--- src/nn_cfg.svh ---
`ifndef NN_CFG_SVH
`define NN_CFG_SVH

// network limits
`define NN_MAX_LAYERS 3
`define NN_MAX_N 8

// credit depths for the two streams
`define NN_IN_CREDITS 4
`define NN_OUT_CREDITS 2

// Q4.12 values and a wide accumulator
`define NN_FIX_W 16
`define NN_FRAC_W 12
`define NN_ACC_W 32
`define NN_CNT_W 4

// parameter memory map
// weights first, then the biases of the same layer
`define NN_BIAS_OFS (`NN_MAX_N * `NN_MAX_N)
`define NN_LAYER_STRIDE (`NN_MAX_N * `NN_MAX_N + `NN_MAX_N)
`define NN_PARAM_DEPTH (`NN_MAX_LAYERS * `NN_LAYER_STRIDE)
`define NN_ADDR_W 8

`endif

--- src/nn_pkg.sv ---
`include "nn_cfg.svh"

package nn_pkg;

  // signed Q4.12 value
  typedef logic signed [`NN_FIX_W-1:0] fix_t;
  // accumulator
  typedef logic signed [`NN_ACC_W-1:0] acc_t;
  typedef logic [`NN_ADDR_W-1:0] paddr_t;
  // neuron count or index
  typedef logic [`NN_CNT_W-1:0] cnt_t;

  // one host write into parameter memory
  typedef struct packed {
    paddr_t addr;
    fix_t   data;
  } pwrite_t;

  // run command latched on start
  typedef struct packed {
    logic [1:0]                    n_layers;
    cnt_t                          n_in;
    cnt_t [`NN_MAX_LAYERS-1:0]     n_out;
    fix_t [`NN_MAX_N-1:0]          in_vec;
  } run_cmd_t;

  // one result beat
  typedef struct packed {
    cnt_t idx;
    fix_t value;
    logic last;
  } result_t;

  typedef enum logic [2:0] {
    idle,
    fetch_w,
    mac,
    fetch_b,
    activate,
    emit
  } eng_state_t;

endpackage

--- src/layer_engine.sv ---
`timescale 1ns/1ps
`include "nn_cfg.svh"

module layer_engine (
  input  logic             clk,
  input  logic             arst_n,
  input  logic             start,
  input  nn_pkg::run_cmd_t cmd,
  input  logic             gnt,
  input  nn_pkg::fix_t     rdata,
  input  logic             res_credit,
  output logic             req,
  output nn_pkg::paddr_t   addr,
  output logic             busy,
  output logic             res_valid,
  output nn_pkg::result_t  res
);

  localparam int IDX_W = $clog2(`NN_MAX_N);
  localparam int CRD_W = $clog2(`NN_OUT_CREDITS + 1);
  // 0.5 and 1.0 in Q4.12
  localparam nn_pkg::acc_t SIG_HALF = 32'sd1 <<< (`NN_FRAC_W - 1);
  localparam nn_pkg::acc_t SIG_ONE  = 32'sd1 <<< `NN_FRAC_W;

  nn_pkg::eng_state_t state;
  logic [1:0]         layer;
  // j walks neurons, i walks inputs
  nn_pkg::cnt_t       j;
  nn_pkg::cnt_t       i;
  nn_pkg::cnt_t       n_in_cur;
  logic [CRD_W-1:0]   res_credits;

  nn_pkg::run_cmd_t   cmd_q;
  nn_pkg::fix_t       act [`NN_MAX_N];
  nn_pkg::fix_t       nxt [`NN_MAX_N];
  nn_pkg::acc_t       acc;
  nn_pkg::fix_t       y_q;

  nn_pkg::cnt_t       n_out_cur;
  logic               last_in;
  logic               last_out;
  logic               last_layer;
  nn_pkg::acc_t       prod;
  nn_pkg::acc_t       bias_sum;
  nn_pkg::acc_t       sig_raw;
  nn_pkg::fix_t       sig;

  // add with clamp to the 32-bit range
  function automatic nn_pkg::acc_t sat_add(input nn_pkg::acc_t a, input nn_pkg::acc_t b);
    logic [`NN_ACC_W:0] s;
    s = {a[`NN_ACC_W-1], a} + {b[`NN_ACC_W-1], b};
    if (s[`NN_ACC_W] != s[`NN_ACC_W-1]) begin
      // overflow, sign of the true sum picks the rail
      return s[`NN_ACC_W] ? {1'b1, {(`NN_ACC_W - 1){1'b0}}} : {1'b0, {(`NN_ACC_W - 1){1'b1}}};
    end
    return s[`NN_ACC_W-1:0];
  endfunction

  assign n_out_cur  = cmd_q.n_out[layer];
  assign last_in    = (i == n_in_cur - 1'b1);
  assign last_out   = (j == n_out_cur - 1'b1);
  assign last_layer = (layer == cmd_q.n_layers - 2'd1);

  // rdata holds the weight in mac and the bias in activate
  assign prod     = nn_pkg::acc_t'(rdata) * nn_pkg::acc_t'(act[i[IDX_W-1:0]]);
  assign bias_sum = sat_add(acc, nn_pkg::acc_t'(rdata));
  // hard sigmoid, x/4 + 1/2
  assign sig_raw  = (bias_sum >>> 2) + SIG_HALF;

  always_comb begin
    if (sig_raw < 0) begin
      sig = '0;
    end else if (sig_raw > SIG_ONE) begin
      sig = SIG_ONE[`NN_FIX_W-1:0];
    end else begin
      sig = sig_raw[`NN_FIX_W-1:0];
    end
  end

  // memory requests, held until granted
  assign req = (state == nn_pkg::fetch_w) || (state == nn_pkg::fetch_b);

  always_comb begin
    if (state == nn_pkg::fetch_b) begin
      addr = nn_pkg::paddr_t'(layer * `NN_LAYER_STRIDE + `NN_BIAS_OFS + j);
    end else begin
      addr = nn_pkg::paddr_t'(layer * `NN_LAYER_STRIDE + j * `NN_MAX_N + i);
    end
  end

  // result beat only goes out with a credit in hand
  assign busy      = (state != nn_pkg::idle);
  assign res_valid = (state == nn_pkg::emit) && (res_credits != '0);
  assign res       = '{idx: j, value: y_q, last: last_out};

  always_ff @(posedge clk or negedge arst_n) begin
    if (!arst_n) begin
      state    <= nn_pkg::idle;
      layer    <= '0;
      j        <= '0;
      i        <= '0;
      n_in_cur <= '0;
    end else begin
      case (state)
        nn_pkg::idle: begin
          if (start) begin
            state    <= nn_pkg::fetch_w;
            layer    <= '0;
            j        <= '0;
            i        <= '0;
            n_in_cur <= cmd.n_in;
          end
        end
        nn_pkg::fetch_w: begin
          if (gnt) begin
            state <= nn_pkg::mac;
          end
        end
        nn_pkg::mac: begin
          if (last_in) begin
            state <= nn_pkg::fetch_b;
          end else begin
            i     <= i + 1'b1;
            state <= nn_pkg::fetch_w;
          end
        end
        nn_pkg::fetch_b: begin
          if (gnt) begin
            state <= nn_pkg::activate;
          end
        end
        nn_pkg::activate: begin
          i <= '0;
          if (last_layer) begin
            state <= nn_pkg::emit;
          end else if (last_out) begin
            // next layer reads what this one wrote
            layer    <= layer + 1'b1;
            n_in_cur <= n_out_cur;
            j        <= '0;
            state    <= nn_pkg::fetch_w;
          end else begin
            j     <= j + 1'b1;
            state <= nn_pkg::fetch_w;
          end
        end
        nn_pkg::emit: begin
          // stay here while out of credits
          if (res_valid) begin
            if (last_out) begin
              state <= nn_pkg::idle;
            end else begin
              j     <= j + 1'b1;
              state <= nn_pkg::fetch_w;
            end
          end
        end
        default: state <= nn_pkg::idle;
      endcase
    end
  end

  // sink credits
  always_ff @(posedge clk or negedge arst_n) begin
    if (!arst_n) begin
      res_credits <= CRD_W'(`NN_OUT_CREDITS);
    end else begin
      case ({res_credit, res_valid})
        2'b10:   res_credits <= res_credits + 1'b1;
        2'b01:   res_credits <= res_credits - 1'b1;
        default: res_credits <= res_credits;
      endcase
    end
  end

  // datapath
  always_ff @(posedge clk) begin
    if (state == nn_pkg::idle && start) begin
      cmd_q <= cmd;
      acc   <= '0;
      for (int k = 0; k < `NN_MAX_N; k++) begin
        act[k] <= cmd.in_vec[k];
      end
    end
    if (state == nn_pkg::mac) begin
      acc <= sat_add(acc, prod >>> `NN_FRAC_W);
    end
    if (state == nn_pkg::activate) begin
      y_q             <= sig;
      nxt[j[IDX_W-1:0]] <= sig;
      // fresh sum for the next neuron
      acc             <= '0;
      if (!last_layer && last_out) begin
        // swap in the finished layer, newest value included
        for (int k = 0; k < `NN_MAX_N; k++) begin
          act[k] <= (k == int'(j)) ? sig : nxt[k];
        end
      end
    end
  end

endmodule

--- config.mk ---
export PLATFORM = sky130hd
export DESIGN_NAME = layer_engine
export DESIGN_NICKNAME = d
export VERILOG_FILES = /design/src/nn_pkg.sv /design/src/layer_engine.sv
export VERILOG_INCLUDE_DIRS = /design/src /design/src/src
export SDC_FILE = /design/constraint.sdc
export NUM_CORES = 1
export LEC_CHECK = 0
export BUFFER_PORTS_ARGS = -buffer_cell sky130_fd_sc_hd__buf_4
export CAP_MARGIN = 40
export CORE_MARGIN = 5
export CORE_UTILIZATION = 54
export CTS_CLUSTER_SIZE = 16
export DETAILED_ROUTE_END_ITERATION = 7
export GPL_TIMING_DRIVEN = 1
export PLACE_DENSITY = 0.72
export SYNTH_ARGS = -nofsm -noshare
export SYNTH_HDL_FRONTEND = slang
export SYNTH_SLANG_ARGS = --single-unit
--- constraint.sdc ---
create_clock -name clk -period 12.8 [get_ports clk]
set_clock_uncertainty 0.1 [all_clocks]
set_input_delay 1.28 -clock clk [delete_from_list [all_inputs] [get_ports clk]]
set_output_delay 1.28 -clock clk [all_outputs]
set_load 0.01 [all_outputs]
==> qor.txt <==
Status -> finished, final reports clean
Slowest-stage cell, CP -> dfrtp_2
Setup Viol. Count Final -> 0
EDFF count, synth -> 286
Post-route insts no fill -> 3774
Max FO, Critical Path -> 22
RSZ-0062 raised after global routing -> false
Initial Util -> 0.5468
Die Width -> 241.1 µm
Final WS setup -> 0.9792 ns
Post-Route WL -> 83.16 mm
Max-slew violations -> 0
Crit path capture type -> register
Num CTS Buffers -> 37
Post-synth top flop -> edfxtp_1
Syn Inst Count -> 2896
Ports -> 199
Hold Path Class -> register to register
CTS tree -> built
Final core utilization -> 0.6152
Startpoint types -> register
Clock Latency Late Sink -> 0.58 ns
Setup TNS -> 0 ns
Hold path cells -> 2
Arr. time, crit path -> 12.11 ns
Layout fillers -> 4306
DR vias/cell -> 6.109
Fin crit share -> 0.9235
Layout area overhead -> 12.50%
Hold-fix buffers at CTS -> 0
Global route overflow -> 0
FF+latch area -> 9708 µm²
All-layer global routing usage -> 0.2848
Largest net degree at the start of global routing -> 99
Setup Buffers After CTS -> 0
Post-cts sizing count -> 0
Die H -> 241.1 µm
Synth async-reset ratio -> 0.05638
Post-route antenna net violation count -> 0
Slowest stage delay, CP -> 0.75 ns
Clock Path Buffers -> 3
Worst reg2reg startpoint -> i[0]
Vias -> 23.06k
Ranking of synthesized cells by area -> edfxtp_1, fa_1, ha_1, inv_1, a21oi_1
Clock-pin slew on the worst setup and hold paths -> 0.06 ns
Clock root buffer master -> clkbuf_16
R2R setup slack -> 0.98 ns
Core area -> 52760 µm²
Register area share after synthesis -> 0.3364
Share of the synthesized area in the top cell type -> 0.2977
PortBufs -> 198
Syn Area/Cell -> 9.962 µm²
Crit path time final -> 11.82 ns
Row cnt -> 84
Area leader, netlist -> edfxtp_1
Reg-to-reg endpoint -> acc[6]
Vias in the first global route -> 23.72k
Placed cell count -> 3707
FF+latch count, synth -> 337
First drt pass iteration count -> 6
First-pass GRT wire length -> 130.3 mm
Crit-path most repeated cell -> fa_1
Mapped Area -> 28850 µm²
Multi-input gate area -> 17430 µm²
Initial antenna violation count -> 2
Synth Warn # -> 0
Hold Crit Start -> acc[15]
Dpl ws -> 1.032 ns
R2R cell count -> 41
WP data required -> 13.09 ns
Worst slew margin -> 0.4005
Worst Hold End -> acc[15]
H-tree depth -> 2
Clock Sink Count -> 337
RD Place Congestion -> 0.9231
Routed WL per cell -> 22.03 µm
DRC Markers -> 0
Actual slew at the worst max-slew pin -> 0.8743 ns
Area of the die -> 58150 µm²
Ant diodes -> 0
Unique masters post-synth -> 87
Detailed Route Iter0 Violations -> 2833
Fmax -> 84.60 MHz
Post-DP HPWL -> 62.62 mm
Max-cap viol count -> 0
Kind of critical path -> register to register
Final Hold Viols -> 0
Nets -> 3648
Layout cell share with drive strength beyond 1 -> 0.1257
layout make-up:
type	count	area share
Multi-Input combinational cell	2095	0.5370
Clock buffer	47	0.03034
Clock inverter	20	0.006978
Tap cell	688	0.02652
Timing Repair Buffer	248	0.06072
Sequential cell	337	0.2991
Inverter	339	0.03928
flip-flops by register name, summed over array words and instances (netlist names):
register / flops
acc: 32
act: 128
cmd_q: 14
i: 4
j: 4
layer: 2
n_in_cur: 4
nxt: 128
res_credits: 2
state: 3
y_q: 16
how the worst max path moves through the flow:
| stage | startpoint | endpoint | slack, ns |
|---|---|---|---|
| after floorplan | i[0] | acc[10] | 1.18 |
| after global placement | i[0] | acc[4] | 1.32 |
| after detailed placement | i[0] | acc[22] | 1.03 |
| after CTS | i[0] | acc[6] | 1.03 |
| after global routing | i[0] | acc[4] | 0.01 |
| final | i[0] | acc[6] | 0.98 |
cell usage after synthesis (13+ instances only):
master,count
inv_1,336
clkbuf_1,128
mux2_2,14
nand2b_1,31
and3_1,53
and2_1,69
a21o_1,25
dfxtp_1,32
ha_1,159
nand2_1,262
fa_1,264
o21bai_1,14
mux2i_1,21
xor2_1,31
nand4_1,65
nor4_1,15
o21ai_0,100
nand3_1,69
mux4_2,29
xnor2_1,64
o211ai_1,15
edfxtp_1,286
a221o_1,13
o31ai_1,18
dfrtp_1,18
nor2b_1,82
o21a_1,21
a211oi_1,30
nor3_1,46
a21oi_1,247
nor2_1,181
cell usage in the layout, fill, tap and decap left out, drive strengths merged, types with 70 or more instances in the layout:
cell type	synthesis	layout
o21ai	109	109
nand2	262	262
buf	23	248
fa	264	264
nor2b	82	82
and2	70	70
a21oi	247	247
nor2	181	181
ha	159	159
edfxtp	286	286
inv	337	340
cells by family (layout without fill, tap and decap cells):
logic type | count (synthesis) | in the layout | synth area share
and+or+nand+nor | 912 | 912 | 0.1566
AOI/OAI and AO/OA | 573 | 573 | 0.1248
buffers and inverters | 490 | 654 | 0.06527
adders and majority gates | 423 | 423 | 0.2521
DFF | 337 | 337 | 0.3364
xor gates and xnor gates | 95 | 95 | 0.02884
muxes | 65 | 65 | 0.03578
other | 1 | 27 | 0.0001300
stage by stage:
step                      instance area, µm²  hold slack [ns]
after detailed placement               31250           0.3754
after floorplan                        28950           0.3392
after CTS                              32460           0.3856
after global placement                 31050           0.3694
final                                  32460           0.3881
after global routing                   32460           0.4208
routing by layer:
layer / up-vias / part of all wire / track usage
met5: - / 0.00016 / 0
met4: 2 / 0.027 / 0.07506
met3: 171 / 0.094 / 0.04171
met2: 1225 / 0.49 / 0.4790
met1: 11370 / 0.39 / 0.3924
li1: 10290 / - / -
worst max-delay path, delay by kind of cell (launching register included):
family,cells,cell delay [ns]
AOI/OAI and AO/OA,13,3.34
xor gates and xnor gates,1,0.16
adders and majority gates,8,3.62
and+or+nand+nor,10,1.87
muxes,2,0.71
DFF,1,0.75
buffers and inverters,7,1.08
Power is left out: the tool's default activity adds up to more than one toggle a clock period on the data nets, which glitch-free logic cannot reach.
