File: config.mk
export PLATFORM = sky130hd
export DESIGN_NAME = param_loader
export DESIGN_NICKNAME = d
export VERILOG_FILES = /design/src/nn_pkg.sv /design/src/param_loader.sv
export VERILOG_INCLUDE_DIRS = /design/src /design/src/src
export SDC_FILE = /design/constraint.sdc
export NUM_CORES = 1
export LEC_CHECK = 0
export ABC_AREA = 1
export BUFFER_PORTS_ARGS = -buffer_cell sky130_fd_sc_hd__buf_2
export CORE_UTILIZATION = 45
export CTS_CLUSTER_DIAMETER = 40
export CTS_CLUSTER_SIZE = 30
export DETAILED_ROUTE_END_ITERATION = 16
export PLACE_DENSITY_LB_ADDON = 0.3
export REMOVE_ABC_BUFFERS = 1
export SYNTH_ARGS = -nofsm -noshare
export SYNTH_HDL_FRONTEND = slang
export SYNTH_SLANG_ARGS = --single-unit
File: constraint.sdc
create_clock -name clk -period 3.39 [get_ports clk]
set_input_delay 0.5085 -clock clk [delete_from_list [all_inputs] [get_ports clk]]
set_output_delay 0.5085 -clock clk [all_outputs]
set_load 0.02 [all_outputs]
File: src/nn_cfg.svh
`ifndef NN_CFG_SVH
`define NN_CFG_SVH

// network limits
`define NN_MAX_LAYERS 3
`define NN_MAX_N 8

// credit depths for the two streams
`define NN_IN_CREDITS 4
`define NN_OUT_CREDITS 2

// Q4.12 values and a wide accumulator
`define NN_FIX_W 16
`define NN_FRAC_W 12
`define NN_ACC_W 32
`define NN_CNT_W 4

// parameter memory map
// weights first, then the biases of the same layer
`define NN_BIAS_OFS (`NN_MAX_N * `NN_MAX_N)
`define NN_LAYER_STRIDE (`NN_MAX_N * `NN_MAX_N + `NN_MAX_N)
`define NN_PARAM_DEPTH (`NN_MAX_LAYERS * `NN_LAYER_STRIDE)
`define NN_ADDR_W 8

`endif

File: src/nn_pkg.sv
`include "nn_cfg.svh"

package nn_pkg;

  // signed Q4.12 value
  typedef logic signed [`NN_FIX_W-1:0] fix_t;
  // accumulator
  typedef logic signed [`NN_ACC_W-1:0] acc_t;
  typedef logic [`NN_ADDR_W-1:0] paddr_t;
  // neuron count or index
  typedef logic [`NN_CNT_W-1:0] cnt_t;

  // one host write into parameter memory
  typedef struct packed {
    paddr_t addr;
    fix_t   data;
  } pwrite_t;

  // run command latched on start
  typedef struct packed {
    logic [1:0]                    n_layers;
    cnt_t                          n_in;
    cnt_t [`NN_MAX_LAYERS-1:0]     n_out;
    fix_t [`NN_MAX_N-1:0]          in_vec;
  } run_cmd_t;

  // one result beat
  typedef struct packed {
    cnt_t idx;
    fix_t value;
    logic last;
  } result_t;

  typedef enum logic [2:0] {
    idle,
    fetch_w,
    mac,
    fetch_b,
    activate,
    emit
  } eng_state_t;

endpackage

File: src/param_loader.sv
`timescale 1ns/1ps
`include "nn_cfg.svh"

module param_loader (
  input  logic            clk,
  input  logic            arst_n,
  input  logic            pw_valid,
  input  nn_pkg::pwrite_t pw,
  input  logic            gnt,
  output logic            pw_credit,
  output logic            req,
  output nn_pkg::paddr_t  addr,
  output nn_pkg::fix_t    wdata
);

  localparam int DEPTH = `NN_IN_CREDITS;
  localparam int PTR_W = (DEPTH > 1) ? $clog2(DEPTH) : 1;
  localparam int CNT_W = $clog2(DEPTH + 1);

  // writes waiting for their turn at the memory
  nn_pkg::pwrite_t  fifo [DEPTH];
  logic [PTR_W-1:0] wr_ptr;
  logic [PTR_W-1:0] rd_ptr;
  logic [CNT_W-1:0] count;
  logic             pop;

  // head entry sits on the port until granted
  assign req   = (count != '0);
  assign addr  = fifo[rd_ptr].addr;
  assign wdata = fifo[rd_ptr].data;
  assign pop   = req & gnt;
  // credit goes back in the grant cycle
  assign pw_credit = pop;

  always_ff @(posedge clk) begin
    if (pw_valid) begin
      fifo[wr_ptr] <= pw;
    end
  end

  // host never writes without a credit, so no full check here
  always_ff @(posedge clk or negedge arst_n) begin
    if (!arst_n) begin
      wr_ptr <= '0;
      rd_ptr <= '0;
      count  <= '0;
    end else begin
      if (pw_valid) begin
        wr_ptr <= (wr_ptr == PTR_W'(DEPTH - 1)) ? '0 : wr_ptr + 1'b1;
      end
      if (pop) begin
        rd_ptr <= (rd_ptr == PTR_W'(DEPTH - 1)) ? '0 : rd_ptr + 1'b1;
      end
      case ({pw_valid, pop})
        2'b10:   count <= count + 1'b1;
        2'b01:   count <= count - 1'b1;
        default: count <= count;
      endcase
    end
  end

endmodule
==> run summary, run 1 <==
Mapped Cells - 337
YS warnings - 0
Total grt overflow - 0
Post-CTS Setup Repair Bufs - 0
Drt total wl - 7620 um
Worst setup endpoint - addr[7]
Initial DRC count - 107
Worst path arrival time - 2040 ps
Area grow syn2layout - 13.62%
CP max FO - 99
Final Hold Viols - 0
First-pass GRT wire length - 12,280 um
Buffers on Ports - 53
Number of antenna violations at the first check in global routing - 0
Critical path's top delay family - flip-flops
Post-cts gate resize count - 0
Clk_skew - 10.61 ps
Setup Viol. Count Final - 0
DIE WIDTH - 100.3 um
Max transition margin - 0.2938
Reg2reg start - count[1]
Run status - finished, final reports clean
Worst path max stage delay - 1110 ps
Worst hold-check path type - in -> reg
DRT Pass-1 Iters - 6
Vias in the first global route - 2,457
Final net count - 425
Crit. Startpoint - rd_ptr[0]
Fillcell total - 830
Worst-path clk slew - 100 ps
Hold_ws - 363.2 ps
Pin slew with the least headroom to its limit - 1059 ps
Sequential-to-total area share from yosys stat - 0.7035
Die area - 10,060 um2
Final worst-path cycle share - 0.7509
RSZ-0062 raised after global routing - no
Clock Tree Buf Depth - 2
Die Span Y - 100.3 um
Worst setup EP type - output pin
Avg WL per Cell - 14.54 um
Initial core utilization - 0.4682
Dominant cell type by area after synthesis - edfxtp_1
Worst EP required - 2880 ps
N_diodes - 0
Nature of the critical path startpoint - register
Buffers plus inverters on the worst setup path - 1
Row cnt - 35
TritonCTS Buffers - 9
Clk sinks - 103
DRC viols - 0
R2r setup slk - 1580 ps
Fin worst setup slack - 844.3 ps
Cts hold-fix bufs - 1
Critical Path Stages - 4
Clk_lat worst skew - 350 ps
Fin crit period - 2546 ps
Cells after DPL - 507
CTS tree - built
Vias per cell - 4.779
Routed vias - 2,504
Core Util, Final - 0.5319
Netlist Area Pre-Place - 4347 um2
Achievable Freq - 0.3928 GHz
Core ar. - 9284 um2
Reg-to-Reg End - count[2]
DP Wirelength - 4543 um
Final cell count without fillers - 524
Synth Register Bits - 103
Setup Crit Path Kind - reg -> out
CTS HTree Levels - 3
Area contributors post-synth - edfxtp_1 (66%), nand2_1 (7.6%), o211ai_2 (5.5%)
Maxcap violations - 0
Share of layout cells above drive strength 1 - 0.2405
Top cell type's share of synthesized area - 0.6632
Post-DRT Antenna Nets - 0
Setup TNS - 0 ps
GPL Wtd Cong - 0.6808
Number of top-level pins - 54
R2R depth - 11
Worst path most repeated cell - nand2_1
Library cells used by synthesis - 18
Slowest CP cell - dfrtp_4
Clock Tree Root - clkbuf_8
Pwr dens - 833.6 nW/um2
Largest net degree at the start of global routing - 100
GRT Overall Usage - 0.1630
Cell chain of the critical path - nand2_1 -> o211ai_2 -> nand2_1 -> buf_2
Pleak - 2.061 nW
Worst vdd ir - 0.0004425 V
Avg Cell Area, Syn - 12.90 um2
Dpl ws - 1221 ps
Max Slew Vio Count - 0
## worst min-delay path by stage
stage                       end  startpoint  cells after the start  slack, ps
floorplan              count[0]      arst_n                      0        210
global placement      wr_ptr[1]      arst_n                      1        360
detailed placement    wr_ptr[1]      arst_n                      1        360
CTS                 fifo[3][20]      pw[20]                      1        350
global route        fifo[3][20]      pw[20]                      1        350
finish              fifo[2][20]      pw[20]                      1        360
## synthesized netlist by cell type
| cell type | n |
|---|---|
| buf_2 | 10 |
| buf_4 | 2 |
| buf_6 | 4 |
| clkbuf_1 | 1 |
| dfrtp_1 | 7 |
| edfxtp_1 | 96 |
| fa_1 | 1 |
| ha_1 | 6 |
| inv_1 | 62 |
| inv_2 | 1 |
| nand2_1 | 88 |
| nand3_1 | 4 |
| nand4_1 | 1 |
| nor2_1 | 2 |
| o211ai_1 | 29 |
| o211ai_2 | 19 |
| o21ai_0 | 3 |
| xnor2_1 | 1 |
## where the power goes
part           switching (mW)  internal (mW)
logic                   0.908          0.485
registers               0.241           1.64
clock network           0.417          0.425
## area by class of cell
type | instances | area, um2 | share of cell area
Sequential cell | 103 | 3062 | 0.6200
Multi-Input combinational cell | 154 | 938.4 | 0.1900
Timing Repair Buffer | 59 | 312.8 | 0.06334
Inverter | 63 | 236.5 | 0.04788
Tap cell | 129 | 161.4 | 0.03268
Clock buffer | 9 | 123.9 | 0.02508
Clock inverter | 7 | 103.9 | 0.02103
## layer usage
layer | track usage | routed length [um] | up-vias
met3 | 0.02786 | 260 | 5
met5 | 0 | 0 | -
met4 | 0.06243 | 54 | 0
met2 | 0.2708 | 3821 | 47
li1 | - | - | 1248
met1 | 0.2152 | 3483 | 1204
## cells in the final DEF, fill, tap and decap left out
cell type and count:
o21ai_0 3, nor2_1 2, buf_2 53, clkbuf_8 9, ha_1 6, nand4_1 1
inv_2 1, buf_4 5, dfrtp_1 6, edfxtp_1 96, o211ai_2 19, nand2_1 88
nand3_1 4, dfrtp_4 1, clkinv_4 3, inv_1 62, inv_6 2, fa_1 1
bufinv_16 2, o211ai_1 29, xnor2_1 1, dlygate4sd3_1 1
## per-stage QoR
step / cell area [um2] / power [mW]
floorplan: 4233 / 2.820
global placement: 4701 / 3.285
detailed placement: 4701 / 3.328
CTS: 4938 / 4.176
global route: 4938 / 4.387
finish: 4938 / 4.117
## worst reg2reg max path, cell delays in order, from the launching register on
cell     delay, ps
dfrtp_1        370
inv_1           70
nand3_1        150
nand2_1        130
inv_1           90
ha_1           170
inv_1           70
fa_1           380
nand2_1        100
nand3_1         80
nand2_1         60
nand2_1         40
## state kept, by name, indices dropped and copies added, names as in the netlist
name	count
fifo	96
wr_ptr	2
rd_ptr	2
count	3
## logic make-up after synthesis
kind of cell,after synthesis,share of synthesized area
xor+xnor,1,0.002015
simple gates,95,0.08377
fa+ha+maj,7,0.02188
buf+inv,80,0.08060
compound gates,51,0.1082
flops,103,0.7035
Note: power is estimated with default switching activity, not from simulation.
==> run 2: changes to the inputs <==
- clock period: 3.39 -> 2.36 ns (I/O delays scaled with it)
==> run summary, run 2 (synthesis results as in run 1) <==
Worst path arrival time - 1690 ps (-350 ps)
Reg-to-Reg End - count[2]
Max transition margin - 0.7342 (+0.4404)
Row cnt - 35 (unchanged)
Leading registers by flop count - fifo x96, count x3
Commonest non-fill, non-tap cell in the layout - edfxtp_1
Dpl cell area - 4773 um2 (+1.5%)
Setup Viol. Count Final - 0 (unchanged)
TritonCTS Buffers - 9 (unchanged)
Number of antenna violations at the first check in global routing - 0 (unchanged)
Clk_lat worst skew - 360 ps (about the same)
Most flop-heavy register - fifo
Initial core utilization - 0.4682 (unchanged)
Area grow syn2layout - 15.11%
DRC viols - 0 (unchanged)
Pin slew with the least headroom to its limit - 398.3 ps (-661.0 ps)
Final Hold Viols - 0 (unchanged)
Die Span Y - 100.3 um (unchanged)
GRT Overall Usage - 0.1638 (+0.0008372)
Die area - 10,060 um2 (unchanged)
Avg WL per Cell - 14.09 um (-3.1%)
Final Instance Area - 5004 um2 (+1.3%)
Final cell count without fillers - 527 (+0.57%)
Cells after DPL - 510 (+0.59%)
R2r setup slk - 570 ps (-1010 ps)
Setup Crit Path Kind - reg -> out
Worst EP required - 2010 ps (-870 ps)
Post-DRT Antenna Nets - 0 (unchanged)
Commonest non-fill, non-tap cells in the layout - edfxtp_1 (96), nand2_1 (88), inv_1 (62)
Reg2reg start - count[0]
Fin crit period - 2049 ps
Drt total wl - 7426 um (-2.5%)
Run status - finished, final reports clean
Clk sinks - 103 (unchanged)
Routed vias - 2,519 (+0.60%)
CTS tree - built
Worst hold-check path type - in -> reg
Worst setup EP type - output pin
CTS HTree Levels - 3 (unchanged)
Number of top-level pins - 54 (unchanged)
Worst setup endpoint - wdata[15]
DIE WIDTH - 100.3 um (unchanged)
Post-CTS Setup Repair Bufs - 0 (unchanged)
Max Slew Vio Count - 0 (unchanged)
Pleak - 2.079 nW (+0.88%)
Largest net degree at the start of global routing - 45 (-55%)
Worst vdd ir - 0.0004851 V (+9.6%)
R2R depth - 11 (unchanged)
Nature of the critical path startpoint - register
Final worst-path cycle share - 0.8682
GPL Wtd Cong - 0.6763 (-0.66%)
Achievable Freq - 0.4881 GHz
First-pass GRT wire length - 12,170 um (-0.85%)
Clock Tree Root - clkbuf_8
Total grt overflow - 0 (unchanged)
Worst-path clk slew - 100 ps (about the same)
Vias per cell - 4.780 (about the same)
Core ar. - 9284 um2 (unchanged)
Vias in the first global route - 2,547 (+3.7%)
Initial DRC count - 78 (-27%)
Buffers on Ports - 53 (unchanged)
RSZ-0062 raised after global routing - no
Crit. Startpoint - rd_ptr[0]
Maxcap violations - 0 (unchanged)
N_diodes - 0 (unchanged)
Core Util, Final - 0.5389 (+0.007008)
CP max FO - 44 (-56%)
Pwr dens - 1197 nW/um2 (+44%)
Clk_skew - 10.68 ps (+0.06820 ps)
Share of layout cells above drive strength 1 - 0.2437 (+0.003212)
Final net count - 428 (+0.71%)
DRT Pass-1 Iters - 4 (-2)
Largest register FFs - 96 (unchanged)
Clock Tree Buf Depth - 2 (unchanged)
DP Wirelength - 4602 um (+1.3%)
run 2: worst min path at each step:
stage / endpoint / from / cells past startpoint / slack [ps]
global placement: count[2] / arst_n / 1 / 210
floorplan: count[0] / arst_n / 0 / 60
finish: fifo[3][8] / pw[8] / 1 / 200
CTS: fifo[1][19] / pw[19] / 1 / 190
global route: fifo[1][19] / pw[19] / 1 / 180
detailed placement: count[2] / arst_n / 1 / 200
run 2: area by class of cell:
cell class	count	area, um2
clock inverter	6	92.59
timing repair buffer	62	385.4
multi-input combinational	154	938.4
clock buffer	10	127.6
inverter	63	236.5
tap	129	161.4
sequential	103	3062
fill	830	4280
run 2: per-stage QoR:
step	hold slack, ps	setup slack (ps)	total power, mW	setup TNS (ps)
5_1_grt	182.5	149.5	6.388	0
3_5_place_dp	203.3	569.2	4.890	0
2_1_floorplan	58.41	-480.2	4.051	-12230
4_1_cts	185.9	263.7	6.089	0
3_3_place_gp	205.2	698.9	4.818	0
6_report	200.5	311.1	5.991	0
run 2: where the power goes:
| group | leakage, nW | switching (mW) | internal [mW] |
|---|---|---|---|
| logic | 1.01 | 1.47 | 0.786 |
| registers | 0.965 | 0.172 | 2.36 |
| clock network | 0.104 | 0.594 | 0.605 |
| total | 2.08 | 2.24 | 3.75 |
run 2: metal layers:
metal | global-route usage | wire length [um] | vias up
met2 | 0.2771 | 3741 | 46
met3 | 0.03203 | 233 | 10
li1 | - | - | 1260
met5 | 0 | 0 | -
met1 | 0.2047 | 3324 | 1203
met4 | 0.07358 | 127 | 0
run 2: critical path, cell delays in order (launching register included):
cell,delay (ps)
dfrtp_4,650
buf_12,270
nand2_1,90
o211ai_1,80
nand2_1,80
buf_2,160
run 2: timing repair:
| action | in CTS | in global routing |
|---|---|---|
| endpoints found under the hold margin | 7 | 0 |
| hold buffers | 1 | 0 |
| endpoints found under the setup margin | 0 | 0 |
| resized for setup | 0 | 0 |
==> run 3: changes to the inputs <==
- CORE_UTILIZATION: 45 -> 50
==> run summary, run 3 (synthesis results as in run 1) <==
R2r setup slk - 600 ps (+30 ps)
DIE WIDTH - 95.24 um (-5.0%)
Nature of the critical path startpoint - register
Core ar. - 8299 um2 (-11%)
Initial DRC count - 106 (+36%)
Worst hold-check path type - in -> reg
Final Hold Viols - 0 (unchanged)
Max Slew Vio Count - 0 (unchanged)
Initial core utilization - 0.5237 (+0.05555)
Setup TNS - 0 ps (unchanged)
Commonest non-fill, non-tap cells in the layout - edfxtp_1 (96), nand2_1 (88), inv_1 (62)
GPL Wtd Cong - 0.6758 (about the same)
CTS tree - built
Achievable Freq - 0.4787 GHz (-1.9%)
Worst vdd ir - 0.0005801 V (+20%)
Final worst-path cycle share - 0.8852 (+0.01701)
Worst path most repeated cell - nand2_1
First-pass GRT wire length - 11,480 um (-5.7%)
Clock Tree Buf Depth - 2 (unchanged)
Worst setup EP type - output pin
Worst path arrival time - 1740 ps (+50 ps)
Largest net degree at the start of global routing - 56 (+24%)
N_diodes - 0 (unchanged)
Reg2reg start - count[0]
Pleak - 2.071 nW (-0.41%)
GRT Overall Usage - 0.1757 (+0.01188)
Clock Tree Root - clkbuf_8
Maxcap violations - 0 (unchanged)
Worst EP required - 2010 ps (about the same)
Most flop-heavy register - fifo
Post-DRT Antenna Nets - 0 (unchanged)
Vias per cell - 4.907 (+2.7%)
Clk sinks - 103 (unchanged)
Final cell count without fillers - 506 (-4.0%)
Buffers plus inverters on the worst setup path - 2 (unchanged)
DRC viols - 0 (unchanged)
Slowest CP cell - dfrtp_4
Vias in the first global route - 2,366 (-7.1%)
DRT Pass-1 Iters - 4 (unchanged)
Min-delay src - pw[12]
Crit. Startpoint - rd_ptr[0]
Buffers on Ports - 53 (unchanged)
TritonCTS Buffers - 9 (unchanged)
Row cnt - 33 (-5.7%)
CP max FO - 55 (+25%)
Pin slew with the least headroom to its limit - 336.5 ps (-61.75 ps)
Cell chain of the critical path - buf_12 -> nand2_1 -> o211ai_1 -> nand2_1 -> buf_2
Run status - finished, final reports clean
Setup Viol. Count Final - 0 (unchanged)
Post-cts gate resize count - 0 (unchanged)
Leading registers by flop count - fifo x96, count x3
Hold_ws - 202.3 ps (+1.841 ps)
DP Wirelength - 4653 um (+1.1%)
Routed vias - 2,483 (-1.4%)
Die Span Y - 95.24 um (-5.0%)
Total grt overflow - 0 (unchanged)
Number of top-level pins - 54 (unchanged)
Dpl cell area - 4741 um2 (-0.68%)
Final net count - 431 (+0.70%)
Worst path max stage delay - 610 ps (-40 ps)
Fin crit period - 2089 ps (+40.13 ps)
Avg WL per Cell - 14.38 um (+2.1%)
Drt total wl - 7278 um (-2.0%)
CTS HTree Levels - 3 (unchanged)
Number of antenna violations at the first check in global routing - 0 (unchanged)
Area grow syn2layout - 13.39%
Commonest non-fill, non-tap cell in the layout - edfxtp_1
Worst-path clk slew - 100 ps (about the same)
Clk_lat worst skew - 360 ps (about the same)
Setup Crit Path Kind - reg -> out
Share of layout cells above drive strength 1 - 0.2494 (+0.005658)
Critical path's top delay family - flip-flops
Overall Power - 5.794 mW (-3.3%)
Max transition margin - 0.7753 (+0.04113)
Final Instance Area - 4928 um2 (-1.5%)
Clk_skew - 9.312 ps (-1.366 ps)
Pwr dens - 1176 nW/um2 (-1.8%)
Cells after DPL - 489 (-4.1%)
RSZ-0062 raised after global routing - no
Fillcell total - 663 (-20%)
Die area - 9071 um2 (-9.8%)
Largest register FFs - 96 (unchanged)
[run 3: changes by cell type in the layout (fill, tap and decap cells not counted), sizes merged]
cell / previous run / this run
buf: 61 / 64
bufinv: 2 / 0
inv: 65 / 67
[run 3: what timing repair did]
action	CTS	global route
setup buffers	0	0
endpoints found under the hold margin	7	0
endpoints found under the setup margin	0	0
hold buffers	1	0
[run 3: final timing paths]
check,end,cells after the start
max reg2reg,count[2],11
max,addr[0],5
min reg2reg,count[0],1
max in group asynchronous,rd_ptr[0],2
min in group asynchronous,rd_ptr[0],2
min,fifo[2][12],1
[run 3: stage by stage]
stage,util,worst slack [ps]
after floorplan,-,-480.2
after global placement,0.5712,626.0
after detailed placement,0.5712,597.9
after CTS,0.5938,269.5
after global routing,0.5938,158.3
final,0.5938,271.0
[run 3: worst register-to-register path: cells and delay by family, from the launching register on]
| family | cells | cell delay, ps |
|---|---|---|
| simple gates | 6 | 520 |
| flops | 1 | 370 |
| fa+ha+maj | 2 | 540 |
| buf+inv | 3 | 230 |
[run 3: metal layers]
layer / wire, um / part of all wire / global-route usage
met1: 3222 / 0.44 / 0.2154
met2: 3691 / 0.51 / 0.3012
met3: 280 / 0.038 / 0.02951
met4: 83 / 0.011 / 0.08586
met5: 0 / 0 / 0
[run 3: area by class of cell]
type                            instances  area, um2  share of cell area
Sequential cell                       103       3062              0.6212
Multi-Input combinational cell        154      938.4              0.1904
Timing Repair Buffer                   65      382.9             0.07768
Inverter                               63      236.5             0.04798
Tap cell                              105      131.4             0.02666
Clock buffer                           10      127.6             0.02589
Clock inverter                          6      50.05             0.01015
[run 3: where the power goes]
group	switching, mW	internal [mW]
Clock	0.606	0.399
Combinational	1.49	0.782
Sequential	0.157	2.36
